[config.mk]
export PLATFORM = sky130hd
export DESIGN_NAME = shim_adc_ctrl
export DESIGN_NICKNAME = d
export VERILOG_FILES = /design/src/verilog/adc_cmd_pkg.sv /design/src/verilog/adc_spi_pkg.sv /design/src/verilog/adc_cmd_seq.sv /design/src/verilog/adc_spi_frame.sv /design/src/verilog/adc_sample_pack.sv /design/src/verilog/shim_adc_ctrl.sv
export VERILOG_INCLUDE_DIRS = /design/src /design/src/verilog
export SDC_FILE = /design/constraint.sdc
export NUM_CORES = 1
export LEC_CHECK = 0
export ABC_AREA = 1
export BUFFER_PORTS_ARGS = -buffer_cell sky130_fd_sc_hd__buf_2
export CAP_MARGIN = 15
export CORE_ASPECT_RATIO = 0.8
export CORE_UTILIZATION = 60
export CTS_CLUSTER_SIZE = 30
export DETAILED_ROUTE_END_ITERATION = 16
export MAX_ROUTING_LAYER = met4
export PLACE_DENSITY = 0.84
export RECOVER_POWER = 50
export SYNTH_ARGS = -nofsm -noshare
export SYNTH_HDL_FRONTEND = slang
export SYNTH_SLANG_ARGS = --single-unit
[constraint.sdc]
create_clock -name clk -period 3 [get_ports clk]
set_input_delay 0.3 -clock clk [delete_from_list [all_inputs] [get_ports clk]]
set_output_delay 0.3 -clock clk [all_outputs]
set_load 0.02 [all_outputs]
[src/verilog/adc_defs.svh]
`ifndef ADC_DEFS_SVH
`define ADC_DEFS_SVH

//////////////////////////////////////////////////
// ADC timing

`define ADS_MODEL_ID 8 // 8 = ADS8168, 7 = ADS8167, 6 = ADS8166

`define ADS_T_CONV_NS  ((`ADS_MODEL_ID == 8) ? 660  : (`ADS_MODEL_ID == 7) ? 1200 : 2500)
`define ADS_T_CYCLE_NS ((`ADS_MODEL_ID == 8) ? 1000 : (`ADS_MODEL_ID == 7) ? 2000 : 4000)

`define SPI_CLK_HZ 20_000_000

// ns to clocks, rounded up
`define ADS_CONV_CYCLES  ((`ADS_T_CONV_NS * (`SPI_CLK_HZ / 1_000_000) + 999) / 1000)
`define ADS_CYCLE_CYCLES ((`ADS_T_CYCLE_NS * (`SPI_CLK_HZ / 1_000_000) + 999) / 1000)
`define ADS_CS_GAP ((`ADS_CONV_CYCLES > (`ADS_CYCLE_CYCLES - `SPI_FRAME_BITS)) ? \
  `ADS_CONV_CYCLES : (`ADS_CYCLE_CYCLES - `SPI_FRAME_BITS))
`define ADS_CS_HIGH_CYCLES ((`ADS_CS_GAP > 3) ? `ADS_CS_GAP : 3) // 14 for the 8168

//////////////////////////////////////////////////
// Command word fields

`define CMD_OP_MSB     31 // Opcode in [31:30]
`define CMD_TRIG_BIT   29 // Count triggers instead of clocks
`define CMD_CONT_BIT   28 // Another command must follow
`define CMD_COUNT_BITS 26

//////////////////////////////////////////////////
// SPI frame

`define ADC_NUM_CH     8
`define SPI_FRAME_BITS 16
`define SPI_OTF_REQ    2'b10 // On-the-fly sample request prefix

`endif

[src/verilog/adc_cmd_pkg.sv]
package adc_cmd_pkg;

`include "adc_defs.svh"

  // Raw word as it sits at the command FIFO head
  typedef logic [`CMD_OP_MSB:0] cmd_word_t;

  // Delay in clocks or number of triggers
  typedef logic [`CMD_COUNT_BITS-1:0] count_t;

  // Opcode in the top two bits
  typedef enum logic [1:0] {
    op_no_op   = 2'b00, // Wait only
    op_adc_rd  = 2'b01, // Read all channels, then wait
    op_set_ord = 2'b10, // Channel order in [23:0]
    op_cancel  = 2'b11  // Abort a running wait
  } cmd_op_e;

  // Sequencer states
  typedef enum logic [2:0] {
    st_idle,
    st_delay,
    st_trig_wait,
    st_adc_rd,
    st_error // Sticky, left by reset only
  } seq_state_e;

endpackage

[src/verilog/adc_spi_pkg.sv]
package adc_spi_pkg;

`include "adc_defs.svh"

  typedef logic [2:0] chan_t; // ADC input channel

  // One SPI transfer, request out or reply in
  typedef logic [`SPI_FRAME_BITS-1:0] spi_frame_t;

  typedef logic [`SPI_FRAME_BITS-1:0] sample_t; // Conversion result

  // Two samples, earlier one in the low half
  typedef logic [2*`SPI_FRAME_BITS-1:0] data_word_t;

  typedef logic [3:0] frame_idx_t; // 0..8 within a read

endpackage

[src/verilog/adc_cmd_seq.sv]
`timescale 1ns/1ns

`include "adc_defs.svh"

module adc_cmd_seq (
  input  logic                    clk,
  input  logic                    resetn,
  input  adc_cmd_pkg::cmd_word_t  cmd_word,
  input  logic                    cmd_buf_empty,
  input  logic                    trigger,
  input  logic                    frame_done,
  input  logic                    overflow_pulse,
  output logic                    cmd_word_rd_en,
  output logic                    waiting_for_trig,
  output logic                    frame_start,
  output adc_spi_pkg::chan_t      frame_chan,
  output logic                    frame_capture,
  output logic                    unexp_trig,
  output logic                    delay_too_short,
  output logic                    cmd_buf_underflow,
  output logic                    halted
);

  adc_cmd_pkg::seq_state_e  state;
  adc_cmd_pkg::cmd_op_e     op;
  adc_cmd_pkg::count_t      cmd_count, delay_cnt, trig_cnt;
  adc_spi_pkg::chan_t       order [`ADC_NUM_CH];
  adc_spi_pkg::frame_idx_t  frame_idx;
  logic trig_bit, cont_bit;         // Latched from the running command
  logic frame_req, frames_done;
  logic cmd_end, cancel_hit, timed_op, live;
  logic trig_err, short_err, under_err, err;

  assign op        = adc_cmd_pkg::cmd_op_e'(cmd_word[`CMD_OP_MSB -: 2]);
  assign cmd_count = cmd_word[`CMD_COUNT_BITS-1:0];
  assign timed_op  = (op == adc_cmd_pkg::op_no_op) || (op == adc_cmd_pkg::op_adc_rd);
  assign live      = (state != adc_cmd_pkg::st_error);

  //////////////////////////////////////////////////
  // Command completion and FIFO reads

  always_comb begin
    case (state)
      adc_cmd_pkg::st_idle:      cmd_end = 1'b1;
      adc_cmd_pkg::st_delay:     cmd_end = (delay_cnt == '0);
      adc_cmd_pkg::st_trig_wait: cmd_end = (trig_cnt == '0);
      // Only one of the two counters was loaded
      adc_cmd_pkg::st_adc_rd:    cmd_end = frames_done && (delay_cnt == '0) && (trig_cnt == '0);
      default:                   cmd_end = 1'b0;
    endcase
  end

  // Cancel can cut a wait, never a read in flight
  assign cancel_hit = !cmd_buf_empty && (op == adc_cmd_pkg::op_cancel)
                      && ((state == adc_cmd_pkg::st_delay) || (state == adc_cmd_pkg::st_trig_wait)
                          || ((state == adc_cmd_pkg::st_adc_rd) && frames_done));

  assign cmd_word_rd_en = live && !err && !cmd_buf_empty && (cmd_end || cancel_hit);

  assign waiting_for_trig = (state == adc_cmd_pkg::st_trig_wait)
                            || ((state == adc_cmd_pkg::st_adc_rd) && trig_bit && (trig_cnt != '0));
  assign halted = !live;

  //////////////////////////////////////////////////
  // Errors

  assign trig_err  = live && trigger && (state != adc_cmd_pkg::st_trig_wait) && (trig_cnt == '0);
  assign short_err = live && (state == adc_cmd_pkg::st_adc_rd) && !frames_done && !trig_bit
                     && (delay_cnt == '0); // Read outran its delay
  assign under_err = live && (state != adc_cmd_pkg::st_idle) && cmd_end && cont_bit && cmd_buf_empty;
  assign err       = trig_err || short_err || under_err || (live && overflow_pulse);

  always_ff @(posedge clk) begin
    if (!resetn) begin
      unexp_trig        <= 1'b0;
      delay_too_short   <= 1'b0;
      cmd_buf_underflow <= 1'b0;
    end else begin
      if (trig_err)  unexp_trig        <= 1'b1;
      if (short_err) delay_too_short   <= 1'b1;
      if (under_err) cmd_buf_underflow <= 1'b1;
    end
  end

  //////////////////////////////////////////////////
  // State machine

  always_ff @(posedge clk) begin
    if (!resetn) begin
      state <= adc_cmd_pkg::st_idle;
    end else if (err) begin
      state <= adc_cmd_pkg::st_error;
    end else if (cmd_word_rd_en) begin
      case (op)
        adc_cmd_pkg::op_no_op: begin
          state <= cmd_word[`CMD_TRIG_BIT] ? adc_cmd_pkg::st_trig_wait : adc_cmd_pkg::st_delay;
        end
        adc_cmd_pkg::op_adc_rd: state <= adc_cmd_pkg::st_adc_rd;
        default:                state <= adc_cmd_pkg::st_idle; // set_ord, cancel
      endcase
    end else if (cmd_end && live) begin
      state <= adc_cmd_pkg::st_idle; // Done and nothing queued
    end
  end

  // Counters and flag bits load on every accepted command
  always_ff @(posedge clk) begin
    if (!resetn) begin
      delay_cnt <= '0;
      trig_cnt  <= '0;
      trig_bit  <= 1'b0;
      cont_bit  <= 1'b0;
    end else if (cmd_word_rd_en) begin
      delay_cnt <= (timed_op && !cmd_word[`CMD_TRIG_BIT]) ? cmd_count : '0;
      trig_cnt  <= (timed_op && cmd_word[`CMD_TRIG_BIT]) ? cmd_count : '0;
      trig_bit  <= timed_op && cmd_word[`CMD_TRIG_BIT];
      cont_bit  <= timed_op && cmd_word[`CMD_CONT_BIT];
    end else begin
      if (delay_cnt != '0) delay_cnt <= delay_cnt - 1'b1; // One per clock
      if (trigger && (trig_cnt != '0)) trig_cnt <= trig_cnt - 1'b1;
    end
  end

  // Channel order, three bits per slot
  always_ff @(posedge clk) begin
    if (!resetn) begin
      for (int i = 0; i < `ADC_NUM_CH; i++) order[i] <= adc_spi_pkg::chan_t'(i);
    end else if (cmd_word_rd_en && (op == adc_cmd_pkg::op_set_ord)) begin
      for (int i = 0; i < `ADC_NUM_CH; i++) order[i] <= cmd_word[3*i +: 3];
    end
  end

  //////////////////////////////////////////////////
  // Frame sequencing, 8 requests plus one dummy

  assign frame_start   = (state == adc_cmd_pkg::st_adc_rd) && frame_req;
  assign frame_chan    = (frame_idx == `ADC_NUM_CH) ? '0 : order[adc_spi_pkg::chan_t'(frame_idx)];
  assign frame_capture = (frame_idx != '0); // Reply lags request by one frame

  always_ff @(posedge clk) begin
    if (!resetn) begin
      frame_idx   <= '0;
      frame_req   <= 1'b0;
      frames_done <= 1'b0;
    end else if (cmd_word_rd_en && (op == adc_cmd_pkg::op_adc_rd)) begin
      frame_idx   <= '0;
      frame_req   <= 1'b1; // First frame starts next cycle
      frames_done <= 1'b0;
    end else begin
      if (frame_start) frame_req <= 1'b0;
      if (frame_done && (state == adc_cmd_pkg::st_adc_rd)) begin
        if (frame_idx == `ADC_NUM_CH) begin
          frames_done <= 1'b1;
        end else begin
          frame_idx <= adc_spi_pkg::frame_idx_t'(frame_idx + 1'b1);
          frame_req <= 1'b1;
        end
      end
    end
  end

endmodule

[src/verilog/adc_spi_frame.sv]
`timescale 1ns/1ns

`include "adc_defs.svh"

module adc_spi_frame (
  input  logic                 clk,
  input  logic                 resetn,
  input  logic                 frame_start,
  input  adc_spi_pkg::chan_t   frame_chan,
  input  logic                 frame_capture,
  input  logic                 halted,
  input  logic                 miso,
  output logic                 frame_done,
  output logic                 sample_valid,
  output adc_spi_pkg::sample_t sample,
  output logic                 n_cs,
  output logic                 mosi
);

  // n_cs falls CS_HIGH cycles after frame_start
  localparam int cs_load = `ADS_CS_HIGH_CYCLES - 2;

  logic [7:0] cs_cnt;
  logic       cs_wait;     // Holding n_cs high before the transfer
  logic [3:0] bit_cnt;     // Bits left after the current one
  logic       capture_q;   // This frame carries a reply worth keeping
  logic       last_bit;
  adc_spi_pkg::spi_frame_t mosi_sr, miso_sr;

  assign last_bit = !n_cs && (bit_cnt == '0);
  assign mosi     = !n_cs && mosi_sr[`SPI_FRAME_BITS-1]; // MSB first, low outside a frame

  //////////////////////////////////////////////////
  // Chip select and bit timing

  always_ff @(posedge clk) begin
    if (!resetn || halted) begin
      cs_wait      <= 1'b0;
      cs_cnt       <= '0;
      bit_cnt      <= '0;
      capture_q    <= 1'b0;
      n_cs         <= 1'b1; // Deselected while halted
      frame_done   <= 1'b0;
      sample_valid <= 1'b0;
    end else begin
      frame_done   <= 1'b0;
      sample_valid <= 1'b0;
      if (frame_start) begin
        cs_wait   <= 1'b1;
        cs_cnt    <= 8'(cs_load);
        capture_q <= frame_capture;
      end else if (cs_wait) begin
        if (cs_cnt == '0) begin
          cs_wait <= 1'b0;
          n_cs    <= 1'b0; // Conversion time has passed
          bit_cnt <= 4'(`SPI_FRAME_BITS - 1);
        end else begin
          cs_cnt <= cs_cnt - 1'b1;
        end
      end else if (last_bit) begin
        n_cs         <= 1'b1;
        frame_done   <= 1'b1; // Cycle after bit 16
        sample_valid <= capture_q;
      end else if (!n_cs) begin
        bit_cnt <= bit_cnt - 1'b1;
      end
    end
  end

  //////////////////////////////////////////////////
  // Shift registers

  always_ff @(posedge clk) begin
    if (frame_start) begin
      // Request word 10 ccc 00000000000
      mosi_sr <= {`SPI_OTF_REQ, frame_chan, 11'd0};
    end else if (!n_cs) begin
      mosi_sr <= {mosi_sr[`SPI_FRAME_BITS-2:0], 1'b0};
    end
    if (!n_cs) miso_sr <= {miso_sr[`SPI_FRAME_BITS-2:0], miso}; // Same clocks as mosi
    if (last_bit) sample <= {miso_sr[`SPI_FRAME_BITS-2:0], miso}; // Include final bit
  end

endmodule

[src/verilog/adc_sample_pack.sv]
`timescale 1ns/1ns

module adc_sample_pack (
  input  logic                    clk,
  input  logic                    resetn,
  input  logic                    sample_valid,
  input  adc_spi_pkg::sample_t    sample,
  input  logic                    data_buf_full,
  output adc_spi_pkg::data_word_t data_word,
  output logic                    data_word_wr_en,
  output logic                    data_buf_overflow,
  output logic                    overflow_pulse
);

  adc_spi_pkg::sample_t low_half; // First sample of the pair
  logic                 have_low;

  // Pair tracking and FIFO write
  always_ff @(posedge clk) begin
    if (!resetn) begin
      have_low          <= 1'b0;
      data_word_wr_en   <= 1'b0;
      data_buf_overflow <= 1'b0;
      overflow_pulse    <= 1'b0;
    end else begin
      data_word_wr_en <= 1'b0;
      overflow_pulse  <= 1'b0;
      if (sample_valid) begin
        have_low <= !have_low;
        if (have_low) begin
          if (data_buf_full) begin
            data_buf_overflow <= 1'b1; // Word is lost
            overflow_pulse    <= 1'b1; // Halts the sequencer
          end else begin
            data_word_wr_en <= 1'b1;
          end
        end
      end
    end
  end

  always_ff @(posedge clk) begin
    if (sample_valid && !have_low) low_half <= sample;
    if (sample_valid && have_low) data_word <= {sample, low_half}; // Earlier sample low
  end

endmodule

[src/verilog/shim_adc_ctrl.sv]
`timescale 1ns/1ns

module shim_adc_ctrl (
  input  logic                    clk,
  input  logic                    resetn,
  input  adc_cmd_pkg::cmd_word_t  cmd_word,
  input  logic                    cmd_buf_empty,
  output logic                    cmd_word_rd_en,
  output adc_spi_pkg::data_word_t data_word,
  output logic                    data_word_wr_en,
  input  logic                    data_buf_full,
  input  logic                    trigger,
  output logic                    waiting_for_trig,
  output logic                    unexp_trig,
  output logic                    delay_too_short,
  output logic                    cmd_buf_underflow,
  output logic                    data_buf_overflow,
  output logic                    n_cs,
  output logic                    mosi,
  input  logic                    miso
);

  // Sequencer to SPI engine
  logic                 frame_start, frame_capture, frame_done, halted;
  adc_spi_pkg::chan_t   frame_chan;
  // SPI engine to packer
  logic                 sample_valid, overflow_pulse;
  adc_spi_pkg::sample_t sample;

  adc_cmd_seq seq0 (
    .clk, .resetn, .cmd_word, .cmd_buf_empty, .trigger, .frame_done, .overflow_pulse,
    .cmd_word_rd_en, .waiting_for_trig, .frame_start, .frame_chan, .frame_capture,
    .unexp_trig, .delay_too_short, .cmd_buf_underflow, .halted
  );

  adc_spi_frame spi0 (
    .clk, .resetn, .frame_start, .frame_chan, .frame_capture, .halted, .miso,
    .frame_done, .sample_valid, .sample, .n_cs, .mosi
  );

  adc_sample_pack pack0 (
    .clk, .resetn, .sample_valid, .sample, .data_buf_full,
    .data_word, .data_word_wr_en, .data_buf_overflow, .overflow_pulse
  );

endmodule

### Word level (Yosys, flattened, before mapping)

Memories as Yosys holds them, arrays and structs flattened. A register that Yosys moved wholly into a read port is not among the register bits.
Index checks and enable logic that the tools add are counted.

| storage, ports and cells | value |
|---|---|
| logic and storage cells | 194 |
| input bits | 38 |
| memories kept | 1 |
| bits in writable memories | 24 |
| flip-flop bits (word level) | 171 |
| bits in read-only memories | 0 |
| output and inout bits | 41 |
| latch bits | 0 |

Memory list:

| memory | words | width | read ports | clocked after memory_dff | write ports | RTL line | text |
|---|---|---|---|---|---|---|---|
| seq0.order | 8 | 3 | 1 | 1 | 8 | adc_cmd_seq.sv:27 | `` adc_spi_pkg::chan_t order [`ADC_NUM_CH]; `` |

| cells by class | value |
|---|---|
| shift operators | 0 |
| divide/modulo/power cells | 0 |
| bitwise operators | 13 |
| add/sub/neg operators | 5 |
| order comparisons | 0 |
| reductions and logical operators | 82 |
| multiplexer cells | 49 |
| equal/unequal tests | 14 |
| multipliers | 0 |

Operators by type and width:

| kind | number |
|---|---|
| 2-to-1 mux 26 bit | 6 |
| logical NOT 26 bit | 2 |
| nonzero test 26 bit | 2 |
| subtractor 26 x 1 -> 26 bit, second input constant | 2 |
| 2-to-1 mux 3 bit | 14 |
| logical AND 1 bit | 35 |
| 2-to-1 mux 14 bit | 2 |
| 2-to-1 mux 4 bit | 7 |
| 2-to-1 mux 1 bit | 17 |
| nonzero test 2 bit | 5 |
| logical NOT 1 bit | 9 |
| logical OR 1 bit | 9 |
| AND reduction 3 bit | 3 |
| logical NOT 8 bit | 1 |
| inequality test 2 bit, second input constant | 4 |
| OR 1 bit | 8 |
| AND reduction 2 bit | 4 |
| subtractor 8 x 1 -> 8 bit, second input constant | 1 |
| equality test 3 x 2 -> 1 bit, second input constant | 2 |
| one-hot mux 3 bit (2 select lines) | 1 |
| nonzero test 3 bit | 2 |
| OR reduction 2 bit | 3 |
| inverter 1 bit | 5 |
| adder 4 x 1 -> 4 bit, second input constant | 1 |
| other kinds (17) | 18 |

### Logic depth before layout (Yosys ltp)

Gate-level depths: netlist of the first run.

| depth | value |
|---|---|
| depth after elaboration | 18 |
| depth in mapped cells | 16 |
| mapped depth without buffers | 15 |

### Hierarchy

A second synthesis of the first run with hierarchy kept.

| second synthesis, totals | value |
|---|---|
| cells, all modules | 1,111 |
| area total of the unflattened synthesis | 9,396.5 µm² |

By module, submodules not included:

| module | area each (µm²) | sequential area each (µm²) | cells an instance | instances |
|---|---|---|---|---|
| adc_cmd_seq | 5,739.3 | 2,102.0 | 855 | 1 |
| adc_spi_frame | 2,077.0 | 1,401.3 | 191 | 1 |
| adc_sample_pack | 1,580.3 | 1,521.5 | 65 | 1 |

### Worst setup path after synthesis of the first run

No wires, ideal clock.

| path | value |
|---|---|
| kind | register to register |
| start point | reg seq0.delay_cnt[0] |
| end point | mem seq0.order[0][0] in the netlist's numbering (enable) |
| setup time | 0.381 ns |
| clock period less this slack | 2.684 ns |
| required time | 2.619 ns |
| arrival time | 2.303 ns |
| buffers on the path | 2 |
| setup slack | 0.316 ns |
| stages on the path, launching flop included | 16 |
| path through | dfxtp_1 > inv_1 > ha_1 > nand2_2 > nor2_2 > nand2_1 > nor2_2 > a21oi_1 > nand3_1 > nand2_2 > nand2_2 > nor2_4 > buf_6 > buf_6 > nand2_1 > nand2_1 |

RTL lines:

| element | RTL line | text |
|---|---|---|
| start, declared | adc_cmd_seq.sv:26 | `adc_cmd_pkg::count_t cmd_count, delay_cnt, trig_cnt;` |
| start signal, assigned | adc_cmd_seq.sv:114 | `` delay_cnt <= (timed_op && !cmd_word[`CMD_TRIG_BIT]) ? cmd_count : '0; `` |
| start signal, assigned | adc_cmd_seq.sv:119 | `if (delay_cnt != '0) delay_cnt <= delay_cnt - 1'b1;` |
| end, declared | adc_cmd_seq.sv:27 |  |

### Worst setup path after layout of the first run

| path | value |
|---|---|
| start point | reg seq0.delay_cnt[0] |
| end point | out cmd_word_rd_en |

| on the way | value |
|---|---|
| longest elaborated chain between the ends | 13 |
| elaborated cells on any way between the ends | 16 |
| classes of those cells | mux: 1; reduce/logical: 15 |

Ends and longest elaborated chain:

| element | RTL line | text |
|---|---|---|
| logical NOT 26 bit * | adc_cmd_seq.sv:45, adc_cmd_seq.sv:48, adc_cmd_seq.sv:69 |  |
| logical AND 1 bit (2 in series) | adc_cmd_seq.sv:48 | `adc_cmd_pkg::st_adc_rd: cmd_end = frames_done && (delay_cnt == '0) && (trig_cnt == '0);` |
| one-hot mux 1 bit (4 select lines) | adc_cmd_seq.sv:43 | `case (state)` |
| logical AND 1 bit (3 in series) | adc_cmd_seq.sv:70 | `assign under_err = live && (state != adc_cmd_pkg::st_idle) && cmd_end && cont_bit && cmd_buf_empty;` |
| logical OR 1 bit (2 in series) | adc_cmd_seq.sv:71 | `assign err = trig_err \|\| short_err \|\| under_err \|\| (live && overflow_pulse);` |
| logical NOT 1 bit | adc_cmd_seq.sv:58 | `assign cmd_word_rd_en = live && !err && !cmd_buf_empty && (cmd_end \|\| cancel_hit);` |
| logical AND 1 bit (2 in series) | adc_cmd_seq.sv:58 |  |
| logical AND 1 bit * | adc_cmd_seq.sv:58 |  |
| end, declared | shim_adc_ctrl.sv:8 | `output logic cmd_word_rd_en,` |

Mark *: on every way between the ends. The rest lies on a longest branch, timed or not.

==> flow_metrics.tcl, run 1 <==
set metrics [dict create \
    period_needed_ps 2810 \
    grt_max_degree 74 \
    ant_nets 0 \
    wl_per_cell_um 15.9 \
    ys.flop_type "edfxtp_1" \
    overflow 0 \
    powerDensity_nw_per_um2 660 \
    required_ps 2700 \
    tns_ps 0 \
    clk_path_buf_depth 2 \
    critPathMaxFanout 21 \
    dp_slack_ps 422 \
    leakagePower_nw 4.17 \
    cts.sinks 198 \
    syn_inst 1046 \
    drv_cap 3 \
    yosysTopAreaCellShare_pct 34.9 \
    antenna_found_initial 1 \
    firstDrtPassIters 5 \
    most-common-layout-cells "nor2_1, nand2_1, inv_1" \
    drv_slew 106 \
    slew_headroom_pct -26.3 \
    row_count 39 \
    fin_util_pct 70.4 \
    grt_first_pass_wirelength_um 33700 \
    num_vias 7333 \
    synth_seq_cells 198 \
    wl_um 21000 \
    die_area_um2 15700 \
    synthArstFlopShare_pct 0 \
    first_iter_violations 703 \
    arrival_ps 2510 \
    setup.worst_path.start_class "register" \
    ioPinCount 79 \
    clk_latency_ps 440 \
    fp.dieH_um 112 \
    syn_nets 1093 \
    core_um2 14500 \
    hold_viol 0 \
    cts_made_buffers 17 \
    cts_tree "yes" \
    nFillCells 1085 \
    grtUsageTotal_pct 28.7 \
    synth-edff-count 106 \
    synth_area_leaders "edfxtp_1, dfxtp_1, nor2_1" \
    clkTransAtPathRegs_ps 70 \
    syn_avg_cell_area_um2 8.71 \
    hold_class "in2reg" \
    initial_core_util_pct 62.7 \
    critPathCaptureType "output pin" \
    grt_pass1_vias 6719 \
    nets 1171 \
    instances_no_fill 1322 \
    setup_slack_ps 194 \
    gp_congestion 0.943 \
    ys_types 41 \
    setup_viol 0 \
    synth_area_um2 9110 \
    dp_cells 1288 \
    clockRootBuffer "clkbuf_16" \
    die_w_um 140 \
    max_clock_freq_mhz 356 \
    worstSetupPathType "reg2out" \
    drive_above_1_share_pct 10.7 \
    seq_area_frac_synth_pct 55.1 \
    yosys.area.top_type "edfxtp_1" \
    outcome "complete, but fails checks" \
    fin_total_pwr_mw 6.75 \
    peakVddDrop_mv 0.446 \
    dp_hpwl_um 14500 \
    viasPerCell 5.55 \
    violations "capacitance limit, slew limit" \
    final_common_cell "nor2_1" \
    tightest_slew_ps 1890 \
    drc 0 \
    io_buffers 76 \
    skew_ps 11.9 \
    htree_levels 4 \
    area_growth_pct 12.3 \
    yosysWarnings 0 \
    fin_crit_sh_pct 93.5 \
]
logic make-up after synthesis:
family                     after synthesis  synth area share [%]
and+or+nand+nor                        506                  24.4
adders and majority gates                9                  1.24
DFF                                    198                  55.1
buffers and inverters                  160                  7.19
xor gates and xnor gates                44                  4.23
AOI/OAI and AO/OA                      129                  7.85
per-layer routing:
layer | track usage (%) | share of wire [%]
met5 | - | 0
met3 | 6.40 | 8.6
met2 | 41.1 | 44
met1 | 40.1 | 45
met4 | 10.2 | 2.0
critical path, stage by stage, from the launching register on:
cell and delay, ps:
dfxtp_1 330, inv_1 80, ha_2 210, nand2_2 110
nor2_2 150, nand2_1 110, nor2_4 170, nand4_1 160
nand4_1 130, nand2_2 90, nor2_4 150, buf_12 200
buf_2 180
final timing paths:
kind                                                      from                          endpoint  slack (ps)  cells after the start
worst min register to register     pack0.low_half[4]$_DFFE_PP_      pack0.data_word[4]$_DFFE_PP_         420                      0
worst min-delay path                             data_buf_full  pack0.data_word_wr_en$_SDFF_PN0_          20                      2
worst max-delay path            seq0.delay_cnt[0]$_SDFFE_PN0P_                    cmd_word_rd_en         190                     12
worst max register to register  seq0.delay_cnt[0]$_SDFFE_PN0P_   seq0.delay_cnt[13]$_SDFFE_PN0P_         340                     15
flip-flops by register name (all words and copies together) (netlist names), 3 cells and up, named ones only:
| name | cells |
|---|---|
| spi0.miso_sr | 15 |
| seq0.trig_cnt | 26 |
| spi0.mosi_sr | 5 |
| seq0.frame_idx | 4 |
| spi0.bit_cnt | 4 |
| seq0.order | 24 |
| spi0.cs_cnt | 8 |
| pack0.data_word | 32 |
| spi0.sample | 16 |
| pack0.low_half | 16 |
| seq0.delay_cnt | 26 |
| seq0.state | 3 |
final cells by class:
cell class,count,area [µm²],area share (%)
Antenna cell,1,2.50,0.0245
Clock buffer,18,429,4.19
Clock inverter,14,159,1.55
Inverter,127,477,4.66
Multi-Input combinational cell,688,3450,33.7
Sequential cell,198,5020,49.1
Tap cell,184,230,2.25
Timing Repair Buffer,92,459,4.49
report_power, final:
group | total (mW) | leakage [nW] | internal, mW | switching (mW)
Sequential | 3.10 | 1.71 | 2.97 | 0.130
Clock | 2.27 | 0.285 | 1.19 | 1.08
Combinational | 1.38 | 2.18 | 0.503 | 0.878
Yosys cell counts (5+ instances only):
library cell    n
buf_6           5
nor4_1          6
a31oi_1         9
nand2_1       168
nor2_2         14
buf_1           5
nor2_1        184
buf_2           8
xor2_1         36
inv_1         125
edfxtp_1      106
ha_1            9
nor3_1         18
a21oi_2         6
o21ai_1         7
dfxtp_1        92
nand3b_1        7
clkbuf_1       13
o21ai_0        58
nand4_1        17
nand2_2         5
xnor2_1         8
a21oi_1        38
nand3_1        71
or2_2           5
through the flow:
stage / cell area [µm²] / hold WS [ps]
floorplan: 9110 / 372
global placement: 9670 / 401
detailed placement: 9670 / 405
CTS: 10300 / 11.5
global route: 10200 / 30.3
finish: 10200 / 24.9
timing repair:
action	CTS	global route
gates resized for setup	2	5
setup buffers	0	1
setup endpoints to repair	1	1
pin swaps	0	1
hold buffers	0	0
Note: power is estimated with default switching activity, not from simulation.
==> run 2: changes to the inputs <==
--- a/config.mk
+++ b/config.mk
@@ -8,9 +8,11 @@
 export LEC_CHECK = 0
 export ABC_AREA = 1
 export BUFFER_PORTS_ARGS = -buffer_cell sky130_fd_sc_hd__buf_2
-export CAP_MARGIN = 15
+export CAP_MARGIN = 0
+export CELL_PAD_IN_SITES_DETAIL_PLACEMENT = 1
+export CELL_PAD_IN_SITES_GLOBAL_PLACEMENT = 2
 export CORE_ASPECT_RATIO = 0.8
-export CORE_UTILIZATION = 60
+export CORE_UTILIZATION = 37
 export CTS_CLUSTER_SIZE = 30
 export DETAILED_ROUTE_END_ITERATION = 16
 export MAX_ROUTING_LAYER = met4
==> run 2 against run 1 <==
Net effect:
- the run still ends with capacitance limit, slew limit left
- count of clock-buffer cells in the layout decreased by 1
- die area rose by 61%
- worst hold slack gained 8.4 ps
- combinational power grew 6%
- sequential cell count did not move
- clock power hardly changed
- core utilization shrank 26 points
- critical path depth stayed put
- clock skew up 7.4 ps
- sequential power is essentially flat
- wire length up 23%
==> flow_metrics.tcl, run 2 (synthesis results as in run 1) <==
set metrics [dict create \
    leakagePower_nw 4.20 \
    hold_ws_ps 33.3 \
    htree_levels 4 \
    nets 1178 \
    grt_first_pass_wirelength_um 40600 \
    hold_class "in2reg" \
    tightest_slew_ps 1670 \
    arrival_ps 2530 \
    drive_above_1_share_pct 11.0 \
    viasPerCell 4.93 \
    final_common_cell "nor2_1" \
    gp_congestion 0.814 \
    critPathCaptureType "output pin" \
    powerDensity_nw_per_um2 653 \
    area_growth_pct 14.6 \
    period_needed_ps 2830 \
    worstSetupPathType "reg2out" \
    ioPinCount 79 \
    reg_top3 "pack0.data_word x32, seq0.delay_cnt x26, seq0.trig_cnt x26" \
    nFillCells 2890 \
    clk_latency_ps 450 \
    core_um2 23800 \
    required_ps 2700 \
    skew_ps 19.2 \
    clk_path_buf_depth 2 \
    die_area_um2 25300 \
    row_count 50 \
    cts_made_buffers 17 \
    wl_per_cell_um 17.7 \
    io_buffers 76 \
    num_vias 7182 \
    clockRootBuffer "clkbuf_16" \
    die_w_um 177 \
    fin_crit_sh_pct 94.4 \
    ant_nets 0 \
    drv_cap 2 \
    most-common-layout-cells "nor2_1, nand2_1, inv_1" \
    overflow 0 \
    critPathMaxFanout 21 \
    slew_headroom_pct -11.5 \
    initial_core_util_pct 38.3 \
    first_iter_violations 440 \
    violations "capacitance limit, slew limit" \
    tns_ps 0 \
    cts_tree "yes" \
    drc 0 \
    wl_um 25800 \
    hold_viol 0 \
    fin_util_pct 44.0 \
    grt_pass1_vias 7211 \
    max_flop_register "pack0.data_word" \
    firstDrtPassIters 5 \
    max_clock_freq_mhz 353 \
    outcome "complete, but fails checks" \
    dp_hpwl_um 18600 \
    hold_buffers 0 \
    grt_max_degree 52 \
    grtUsageTotal_pct 21.9 \
    fp.dieH_um 142 \
    largest_reg_flops 32 \
    peakVddDrop_mv 0.431 \
    cts.sinks 198 \
    clkTransAtPathRegs_ps 80 \
    drv_slew 62 \
    antenna_found_initial 0 \
    setup_viol 0 \
    antenna_cells 0 \
    setup.worst_path.start_class "register" \
]
-- run 2: cell types whose count changed in the layout (fill, tap and decap cells not counted), sizes merged --
cell,previous run,this run
buf,49,53
inv,135,133
bufinv,1,0
clkbuf,61,63
diode,1,0
clkinv,3,8
clkinvlp,2,1
-- run 2: final timing paths --
| check | startpoint | to | slack, ps | cells past startpoint |
|---|---|---|---|---|
| max | seq0.delay_cnt[0]$_SDFFE_PN0P_ | cmd_word_rd_en | 170 | 12 |
| min | data_buf_full | pack0.data_word_wr_en$_SDFF_PN0_ | 30 | 2 |
| max reg2reg | seq0.delay_cnt[0]$_SDFFE_PN0P_ | seq0.order[4][2]$_SDFFCE_PN1P_ | 320 | 14 |
| min reg2reg | pack0.low_half[12]$_DFFE_PP_ | pack0.data_word[12]$_DFFE_PP_ | 420 | 0 |
-- run 2: worst max-delay path, cell delays in order (launching register included) --
cell and delay (ps):
dfxtp_1 340, inv_1 80, ha_1 200, nand2_2 130, nor2_2 160, nand2_1 100
nor2_4 160, nand4_1 160, nand4_1 130, nand2_2 90, nor2_4 190, buf_12 180
buf_4 160
-- run 2: stage by stage --
stage	setup WS, ps	power (mW)	cells	instance area, µm²
2_1_floorplan	316	4.20	1046	9110
3_3_place_gp	348	4.56	1421	9880
3_5_place_dp	347	4.59	1421	9880
4_1_cts	62.1	6.87	1454	10500
5_1_grt	-10.6	7.19	1456	10400
6_report	168	6.83	1456	10400
-- run 2: cell type report --
cell class,instances,area (µm²),share of cell area [%]
inverter,127,477,4.56
clock inverter,15,150,1.44
timing repair buffer,99,529,5.07
sequential,198,5020,48.1
tap,312,390,3.74
multi-input combinational,688,3450,33.0
clock buffer,17,425,4.07
-- run 2: repair_timing --
item,CTS,global route
setup endpoints to repair,1,1
buffers inserted,1,1
cloned,0,1
resized for setup,0,5
pin swaps,1,3
-- run 2: per-layer routing --
layer,GRT usage [%],share of wire (%),up-vias
li1,-,-,3592
met1,30.9,51,3497
met2,32.9,46,78
met3,3.21,2.3,15
met4,5.22,0.83,0
met5,-,0,-
-- run 2: power by group --
| part | internal [mW] | switching [mW] |
|---|---|---|
| Sequential | 2.97 | 0.137 |
| Combinational | 0.526 | 0.931 |
| Clock | 1.11 | 1.16 |
